File: src/source/cpu_pkg.sv
`default_nettype none

package cpu_pkg;

  // instruction fields
  localparam int OP_MSB  = 31;
  localparam int OP_LSB  = 28;
  localparam int FN_LSB  = 24;
  localparam int RA_LSB  = 20;
  localparam int RB_LSB  = 16;
  localparam int RC_LSB  = 12;
  localparam int IMM_MSB = 15;

  // opcodes, anything above OP_HALT is illegal
  localparam logic [3:0] OP_ALUR = 4'd0;
  localparam logic [3:0] OP_ALUI = 4'd1;
  localparam logic [3:0] OP_LDI  = 4'd2;
  localparam logic [3:0] OP_LDW  = 4'd3;
  localparam logic [3:0] OP_LDB  = 4'd4;
  localparam logic [3:0] OP_STW  = 4'd5;
  localparam logic [3:0] OP_STB  = 4'd6;
  localparam logic [3:0] OP_BR   = 4'd7;
  localparam logic [3:0] OP_JMP  = 4'd8;
  localparam logic [3:0] OP_HALT = 4'd9;

  // branch conditions, carried in the fn field
  localparam logic [3:0] BR_ALWAYS = 4'd0;
  localparam logic [3:0] BR_EQ     = 4'd1;
  localparam logic [3:0] BR_NE     = 4'd2;
  localparam logic [3:0] BR_LT     = 4'd3;
  localparam logic [3:0] BR_GE     = 4'd4;

  // alu functions
  localparam logic [3:0] ALU_ADD = 4'd0;
  localparam logic [3:0] ALU_SUB = 4'd1;
  localparam logic [3:0] ALU_AND = 4'd2;
  localparam logic [3:0] ALU_OR  = 4'd3;
  localparam logic [3:0] ALU_XOR = 4'd4;
  localparam logic [3:0] ALU_SHL = 4'd5;
  localparam logic [3:0] ALU_SHR = 4'd6;
  localparam logic [3:0] ALU_CMP = 4'd7; // sub, ccr only

  // ccr layout: carry, less (n ^ v), zero
  localparam int CCR_W  = 3;
  localparam int CCR_C  = 2;
  localparam int CCR_LT = 1;
  localparam int CCR_Z  = 0;

  localparam logic [31:0] RESET_PC = 32'h0000_0000;

  typedef enum logic [1:0] {PC_HOLD, PC_NEXT, PC_REL, PC_REG} pc_sel_t;
  typedef enum logic {MAR_HOLD, MAR_ALU} mar_sel_t;
  typedef enum logic [1:0] {MDR_HOLD, MDR_BUS, MDR_B} mdr_sel_t;
  typedef enum logic [1:0] {REG_ALU, REG_MDR, REG_UVAL} reg_sel_t;
  typedef enum logic {ALU_B, ALU_SVAL} alu2_sel_t;
  typedef enum logic {ADDR_PC, ADDR_MAR} addr_sel_t;

  typedef enum logic [2:0] {
    FETCH,
    DECODE,
    EXEC,
    MEM,
    WRBACK,
    HALTED
  } ctrl_state_t;

endpackage

`default_nettype wire

File: src/source/cpu_ctrl_if.sv
`default_nettype none

interface cpu_ctrl_if;
  import cpu_pkg::*;

  // register enables
  logic ir_write;
  logic a_write;
  logic b_write;
  logic ccr_write;

  // mux selects
  pc_sel_t   pc_sel;
  mar_sel_t  mar_sel;
  mdr_sel_t  mdr_sel;
  reg_sel_t  reg_sel;
  alu2_sel_t alu2_sel;
  addr_sel_t addr_sel;
  logic [3:0] alu_func;

  // register file ports
  logic       reg_write;
  logic [3:0] reg_rd1;
  logic [3:0] reg_rd2;
  logic [3:0] reg_wr;

  // status back to control
  logic [31:0]      ir;
  logic [CCR_W-1:0] ccr;
  logic [1:0]       adr_lo;

  modport ctrl (
    output ir_write, a_write, b_write, ccr_write, pc_sel, mar_sel, mdr_sel,
           reg_sel, alu2_sel, addr_sel, alu_func, reg_write, reg_rd1, reg_rd2,
           reg_wr,
    input  ir, ccr, adr_lo
  );

  modport dp (
    input  ir_write, a_write, b_write, ccr_write, pc_sel, mar_sel, mdr_sel,
           reg_sel, alu2_sel, addr_sel, alu_func, reg_write, reg_rd1, reg_rd2,
           reg_wr,
    output ir, ccr, adr_lo
  );

endinterface

`default_nettype wire

File: src/source/cpu_control.sv
`default_nettype none

module cpu_control (
  input  wire         clk_i,
  input  wire         rst_i,
  cpu_ctrl_if.ctrl    ctrl,
  input  wire         ack_i,
  output logic        cyc_o,
  output logic        we_o,
  output logic [3:0]  sel_o,
  output logic        halt_o
);
  import cpu_pkg::*;

  ctrl_state_t state, state_next;
  logic        cyc_next, we_next;

  logic [3:0] opcode, fn, ra, rb, rc;
  logic       is_alu, is_load, is_store, is_byte, illegal, br_taken;

  assign opcode = ctrl.ir[OP_MSB:OP_LSB];
  assign fn     = ctrl.ir[FN_LSB +: 4];
  assign ra     = ctrl.ir[RA_LSB +: 4];
  assign rb     = ctrl.ir[RB_LSB +: 4];
  assign rc     = ctrl.ir[RC_LSB +: 4];

  assign is_alu   = (opcode == OP_ALUR) || (opcode == OP_ALUI);
  assign is_load  = (opcode == OP_LDW) || (opcode == OP_LDB);
  assign is_store = (opcode == OP_STW) || (opcode == OP_STB);
  assign is_byte  = (opcode == OP_LDB) || (opcode == OP_STB);
  assign illegal  = (opcode >= OP_HALT) || (is_alu && (fn > ALU_CMP)); // halt too

  always_comb begin
    case (fn)
      BR_ALWAYS: br_taken = 1'b1;
      BR_EQ:     br_taken = ctrl.ccr[CCR_Z];
      BR_NE:     br_taken = !ctrl.ccr[CCR_Z];
      BR_LT:     br_taken = ctrl.ccr[CCR_LT];
      BR_GE:     br_taken = !ctrl.ccr[CCR_LT];
      default:   br_taken = 1'b0;
    endcase
  end

  always_ff @(posedge clk_i or posedge rst_i) begin
    if (rst_i) begin
      state <= FETCH;
      cyc_o <= 1'b0;
      we_o  <= 1'b0;
    end else begin
      state <= state_next;
      cyc_o <= cyc_next;
      we_o  <= we_next;
    end
  end

  always_comb begin
    state_next     = state;
    cyc_next       = cyc_o;
    we_next        = we_o;
    ctrl.ir_write  = 1'b0;
    ctrl.a_write   = 1'b0;
    ctrl.b_write   = 1'b0;
    ctrl.ccr_write = 1'b0;
    ctrl.pc_sel    = PC_HOLD;
    ctrl.mar_sel   = MAR_HOLD;
    ctrl.mdr_sel   = MDR_HOLD;
    ctrl.reg_sel   = REG_ALU;
    ctrl.alu2_sel  = ALU_B;
    ctrl.addr_sel  = ADDR_PC;
    ctrl.alu_func  = ALU_ADD;
    ctrl.reg_write = 1'b0;
    ctrl.reg_rd1   = rb;
    ctrl.reg_rd2   = is_store ? ra : rc;
    ctrl.reg_wr    = ra;
    case (state)
      FETCH: begin
        if (!cyc_o) begin
          cyc_next = 1'b1; // first fetch after reset
        end else if (ack_i) begin
          cyc_next      = 1'b0;
          ctrl.ir_write = 1'b1;
          ctrl.pc_sel   = PC_NEXT;
          state_next    = DECODE;
        end
      end
      DECODE: begin
        ctrl.a_write = 1'b1;
        ctrl.b_write = 1'b1;
        state_next   = illegal ? HALTED : EXEC;
      end
      EXEC: begin
        state_next = WRBACK;
        if (is_alu) begin
          ctrl.alu_func  = fn;
          ctrl.alu2_sel  = (opcode == OP_ALUI) ? ALU_SVAL : ALU_B;
          ctrl.ccr_write = 1'b1;
        end else if (is_load || is_store) begin
          ctrl.alu2_sel = ALU_SVAL;
          ctrl.mar_sel  = MAR_ALU;
          if (is_store)
            ctrl.mdr_sel = MDR_B;
          cyc_next   = 1'b1;
          we_next    = is_store;
          state_next = MEM;
        end else if (opcode == OP_BR) begin
          ctrl.pc_sel = br_taken ? PC_REL : PC_HOLD; // pc is already +4
        end else if (opcode == OP_JMP) begin
          ctrl.pc_sel = PC_REG;
        end
      end
      MEM: begin
        ctrl.addr_sel = ADDR_MAR;
        if (cyc_o && ack_i) begin
          cyc_next = 1'b0;
          we_next  = 1'b0;
          if (is_load)
            ctrl.mdr_sel = MDR_BUS;
          state_next = WRBACK;
        end
      end
      WRBACK: begin
        if (is_alu && (fn != ALU_CMP)) begin
          ctrl.reg_write = 1'b1;
        end else if (opcode == OP_LDI) begin
          ctrl.reg_write = 1'b1;
          ctrl.reg_sel   = REG_UVAL;
        end else if (is_load) begin
          ctrl.reg_write = 1'b1;
          ctrl.reg_sel   = REG_MDR;
        end
        cyc_next   = 1'b1; // next fetch starts straight away
        state_next = FETCH;
      end
      default: state_next = HALTED;
    endcase
  end

  // byte lanes only apply to the data transfer
  always_comb begin
    if (!cyc_o)
      sel_o = 4'b0000;
    else if ((state == MEM) && is_byte)
      sel_o = 4'b0001 << ctrl.adr_lo;
    else
      sel_o = 4'b1111;
  end

  assign halt_o = (state == HALTED);

  assert property (@(posedge clk_i) disable iff (rst_i) (state == HALTED) |-> !cyc_o)
    else $error("bus cycle while halted");
  assert property (@(posedge clk_i) disable iff (rst_i)
    (cyc_o && !ack_i) |=> $stable(sel_o))
    else $error("byte select changed before ack");

endmodule

`default_nettype wire

File: src/flat_wrapper.sv
// flat-port wrapper written by rule: the top's interface ports become plain ports
module cpu_control_flat import cpu_pkg::*;
  (clk_i, rst_i, ack_i, cyc_o, we_o, sel_o, halt_o, ctrl_ir_write, ctrl_a_write, ctrl_b_write, ctrl_ccr_write, ctrl_pc_sel, ctrl_mar_sel, ctrl_mdr_sel, ctrl_reg_sel, ctrl_alu2_sel, ctrl_addr_sel, ctrl_alu_func, ctrl_reg_write, ctrl_reg_rd1, ctrl_reg_rd2, ctrl_reg_wr, ctrl_ir, ctrl_ccr, ctrl_adr_lo);
  cpu_ctrl_if ctrl_i ();
  input  wire clk_i;
  input  wire rst_i;
  input  wire ack_i;
  output logic cyc_o;
  output logic we_o;
  output logic [3:0] sel_o;
  output logic halt_o;
  output wire logic [$bits(ctrl_i.ir_write)-1:0] ctrl_ir_write;
  output wire logic [$bits(ctrl_i.a_write)-1:0] ctrl_a_write;
  output wire logic [$bits(ctrl_i.b_write)-1:0] ctrl_b_write;
  output wire logic [$bits(ctrl_i.ccr_write)-1:0] ctrl_ccr_write;
  output wire logic [$bits(ctrl_i.pc_sel)-1:0] ctrl_pc_sel;
  output wire logic [$bits(ctrl_i.mar_sel)-1:0] ctrl_mar_sel;
  output wire logic [$bits(ctrl_i.mdr_sel)-1:0] ctrl_mdr_sel;
  output wire logic [$bits(ctrl_i.reg_sel)-1:0] ctrl_reg_sel;
  output wire logic [$bits(ctrl_i.alu2_sel)-1:0] ctrl_alu2_sel;
  output wire logic [$bits(ctrl_i.addr_sel)-1:0] ctrl_addr_sel;
  output wire logic [$bits(ctrl_i.alu_func)-1:0] ctrl_alu_func;
  output wire logic [$bits(ctrl_i.reg_write)-1:0] ctrl_reg_write;
  output wire logic [$bits(ctrl_i.reg_rd1)-1:0] ctrl_reg_rd1;
  output wire logic [$bits(ctrl_i.reg_rd2)-1:0] ctrl_reg_rd2;
  output wire logic [$bits(ctrl_i.reg_wr)-1:0] ctrl_reg_wr;
  input wire logic [$bits(ctrl_i.ir)-1:0] ctrl_ir;
  input wire logic [$bits(ctrl_i.ccr)-1:0] ctrl_ccr;
  input wire logic [$bits(ctrl_i.adr_lo)-1:0] ctrl_adr_lo;
  assign ctrl_ir_write = ctrl_i.ir_write;
  assign ctrl_a_write = ctrl_i.a_write;
  assign ctrl_b_write = ctrl_i.b_write;
  assign ctrl_ccr_write = ctrl_i.ccr_write;
  assign ctrl_pc_sel = ctrl_i.pc_sel;
  assign ctrl_mar_sel = ctrl_i.mar_sel;
  assign ctrl_mdr_sel = ctrl_i.mdr_sel;
  assign ctrl_reg_sel = ctrl_i.reg_sel;
  assign ctrl_alu2_sel = ctrl_i.alu2_sel;
  assign ctrl_addr_sel = ctrl_i.addr_sel;
  assign ctrl_alu_func = ctrl_i.alu_func;
  assign ctrl_reg_write = ctrl_i.reg_write;
  assign ctrl_reg_rd1 = ctrl_i.reg_rd1;
  assign ctrl_reg_rd2 = ctrl_i.reg_rd2;
  assign ctrl_reg_wr = ctrl_i.reg_wr;
  assign ctrl_i.ir = ctrl_ir;
  assign ctrl_i.ccr = ctrl_ccr;
  assign ctrl_i.adr_lo = ctrl_adr_lo;
  cpu_control u_core (.clk_i(clk_i), .rst_i(rst_i), .ctrl(ctrl_i), .ack_i(ack_i), .cyc_o(cyc_o), .we_o(we_o), .sel_o(sel_o), .halt_o(halt_o));
endmodule
File: config.mk
export PLATFORM = sky130hd
export DESIGN_NAME = cpu_control_flat
export DESIGN_NICKNAME = d
export VERILOG_FILES = /design/src/source/cpu_pkg.sv /design/src/source/cpu_ctrl_if.sv /design/src/source/cpu_control.sv /design/src/flat_wrapper.sv
export SDC_FILE = /design/constraint.sdc
export NUM_CORES = 1
export LEC_CHECK = 0
export ABC_AREA = 0
export BUFFER_PORTS_ARGS = -buffer_cell sky130_fd_sc_hd__buf_2
export CORE_MARGIN = 5
export CORE_UTILIZATION = 37
export CTS_BUF_LIST = sky130_fd_sc_hd__clkbuf_16
export DETAILED_ROUTE_END_ITERATION = 10
export PLACE_DENSITY = 0.88
export SETUP_SLACK_MARGIN = 0.15
export SLEW_MARGIN = 20
export SYNTH_ARGS = -nofsm -noshare
export SYNTH_HDL_FRONTEND = slang
export SYNTH_SLANG_ARGS = --single-unit
File: constraint.sdc
create_clock -name clk_i -period 1.65 [get_ports clk_i]
set_clock_uncertainty 0.05 [all_clocks]
set_input_delay 0.2475 -clock clk_i [delete_from_list [all_inputs] [get_ports clk_i]]
set_output_delay 0.2475 -clock clk_i [all_outputs]
set_load 0.02 [all_outputs]
==> summary.txt <==
Setup path
  • CP max FO: 5
  • Crit start category: flip-flop
  • Slowest CP cell: dfrtp_2
  • R2R setup slack: -0.04 ns
  • Critical path type: flip-flop to primary output
  • Crit path max-delay family: simple AND/OR/NAND/NOR gates
  • CP max stage delay: 0.44 ns
  • Endpoint class of the critical path: primary output
  • Worst Path Required: 1.35 ns
  • CP Cell Sequence: or2_1 -> or3_4 -> nor4b_4 -> buf_4
  • Worst Path Arrival: 1.72 ns
  • WP buf/inv: 1

Status
  • Failing checks: setup timing
  • Status: complete, but fails checks

Power
  • P_leak: 0.8173 nW
  • Power per standard cell area: 1494 mW/mm^2
  • Logic pwr share: 74.7%
  • Net Sw Frac: 44.56%
  • Net Switching: 1.183 mW
  • VDD IR max: 1.087 mV
  • Clock power share: 15.0%
  • Cell Int Power: 1.471 mW
  • Part of the power in registers: 10.3%

Synthesis
  • Post-synthesis adder-cell area fraction: 0%
  • Syn Nets: 145
  • Post-synthesis instance total: 105
  • Main synth FF type: dfrtp_1
  • Post-Syn Area: 848.3 sq um
  • Post-synth EDFFs: 0
  • Synth warn: 0
  • Seq/Total Area, Yosys: 14.75%
  • Synth Area in Simple Gates: 35.84%
  • Post-Synth XOR/XNOR Area: 1.032%
  • Post-synthesis mux area share: 7.670%
  • Largest family of logic cells by synthesized area: simple AND/OR/NAND/NOR gates
  • Avg Inst Size Synth: 8.079 sq um
  • Synth Area in Compound Gates: 24.63%
  • Yosys reg bits: 5
  • FFs w/ async S/R, synth: 100.0%
  • Netlist cell types: 42

Global routing
  • Total global-route track usage: 22.17%
  • GR Util met1: 22.03%
  • Number of global-route vias before repair: 1,242
  • Antenna violations before repair: 0
  • Met2 Usage GRT: 42.10%
  • Met3 usage: 5.122%
  • Largest net degree at the start of global routing: 8
  • Global-route wire length before repair: 5809 microns
  • Grt ovf: 0
  • Top Usage Layer GRT: met2

Floorplan
  • Core area: 0.002191 sq mm
  • IO Pins: 77
  • Starting Density: 38.72%
  • Die Width: 57.88 microns
  • Die Y: 57.88 microns
  • Area of the die: 0.003350 sq mm
  • Rows: 17

Detailed routing
  • Drt initial violations: 79
  • Via density: 5.736
  • Drt pass-1 iters: 4
  • Vias: 1,216
  • Routed wire length: 4242 microns
  • Wire per inst: 20.01 microns
  • ANT nets after route: 0
  • Drt drc: 0

Place
  • Post-Place Cells: 193
  • I/O Buffers: 55
  • Dpl hpwl: 2418 microns
  • Gp weighted congestion: 0.8572

Timing
  • Final Cycle Share: 122.1%
  • Slew headroom: 69.75%
  • Final setup vio count: 24
  • Hold Vio Cnt, Final: 0
  • Min Hold Slack: 0.4450 ns
  • RSZ-0062 raised after global routing: yes
  • Worst Tran Pin Value: 0.4537 ns
  • Final Max Slew Viols: 0
  • Worst setup margin: -0.3649 ns
  • Peak Freq: 0.4963 GHz
  • Period minus WS final: 2.015 ns

Finish
  • Commonest non-fill, non-tap cells in the layout: buf_2 (32), buf_6 (29), buf_4 (27)
  • # diodes: 0
  • Commonest non-fill, non-tap cell in the layout: buf_2
  • Nets: 225
  • Layout cells sized above 1: 75.54%
  • Filler instances: 117
  • Syn-to-layout area delta: 109.4%
  • Finished Layout Cells: 212

Clocking
  • TritonCTS Buffers: 3
  • Clk sink count: 5
  • CTS Buffer Depth: 2
  • Clock transition at path regs: 0.04 ns
  • CTS tree: yes
  • Root buf cell: clkbuf_16
  • Clock Latency Late Sink: 0.23 ns
  • Htree depth: 1

Job
  • Max_cap viols: 0

Worst hold path
  • Hold Crit Class: primary input to primary output
logic make-up (layout without fill, tap and decap cells):
logic type | count (synthesis) | count (layout)
AOI/OAI and AO/OA | 27 | 27
buffers and inverters | 22 | 101
DFF | 5 | 5
and+or+nand+nor | 44 | 44
muxes | 6 | 6
xor gates and xnor gates | 1 | 1
power by group through the flow:
stage	combinational (mW)	sequential (mW)	clock [mW]
final	1.98	0.272	0.398
after global routing	2.06	0.278	0.419
after CTS	1.59	0.250	0.389
after detailed placement	1.20	0.247	0
after global placement	1.16	0.241	0
after floorplan	0.774	0.252	0
per-layer routing:
metal,share of wire (%),wire length [microns],vias to the layer above
met2,50,2129,77
met4,4.2,178,0
met5,0,0,-
met3,8.4,357,19
li1,-,-,538
met1,37,1577,582
state kept, by name (all words and copies together) (netlist names):
name,flops
u_core.we_o,1
u_core.state,3
u_core.cyc_o,1
synth_stat cells, drive strengths merged, types with 2 or more instances:
master	instances	area (sq um)
a21boi	2	18.77
a21oi	7	35.03
a22o	3	26.28
a311oi	2	23.77
and2	5	31.28
buf	15	110.1
dfrtp	5	125.1
inv	7	26.28
mux2	4	45.04
mux2i	2	20.02
nand2	5	18.77
nand2b	4	25.02
nand3	2	10.01
nand3b	3	22.52
nor2	6	22.52
nor3	5	25.02
nor4	2	27.53
nor4b	3	38.79
o211ai	3	22.52
o21ai	3	15.01
o221ai	2	17.52
or2	2	12.52
or3b	2	20.02
final timing paths:
check,start,endpoint,cells past startpoint
min in group asynchronous,rst_i,u_core.we_o,3
max reg2reg,u_core.state[0],u_core.state[2],8
min reg2reg,u_core.we_o,u_core.we_o,2
max in group asynchronous,rst_i,u_core.state[1],3
max,u_core.state[1],ctrl_reg_sel[1],4
min,ctrl_ir[16],ctrl_reg_rd1[0],0
timing repair:
action,in CTS,in global routing
buffers inserted,10,4
gates resized for setup,49,41
hold buffers,1,0
endpoints found under the hold margin,5,0
setup endpoints to repair,27,31
pin swaps,9,13
final cells by class:
cell class | count | area, sq um | share of cell area [%]
sequential | 5 | 126.4 | 7.113
timing repair buffer | 90 | 706.9 | 39.79
multi-input combinational | 78 | 799.5 | 45.00
inverter | 7 | 30.03 | 1.690
clock buffer | 3 | 75.07 | 4.225
tap | 28 | 35.03 | 1.972
clock inverter | 1 | 3.754 | 0.2113
metrics by stage:
step / util (%) / setup slack, ns / total power, mW / TNS, ns / instance area [sq um]
floorplan: - / -0.2159 / 1.026 / -1.129 / 905.9
global placement: 57.34 / -0.09201 / 1.397 / -0.4526 / 1256
detailed placement: 57.34 / -0.1112 / 1.443 / -0.6540 / 1256
CTS: 72.99 / -0.3237 / 2.230 / -4.223 / 1599
global route: 81.10 / -0.4400 / 2.759 / -7.063 / 1777
finish: 81.10 / -0.3649 / 2.654 / -5.512 / 1777
No activity file was read; power rests on OpenSTA's default activity.
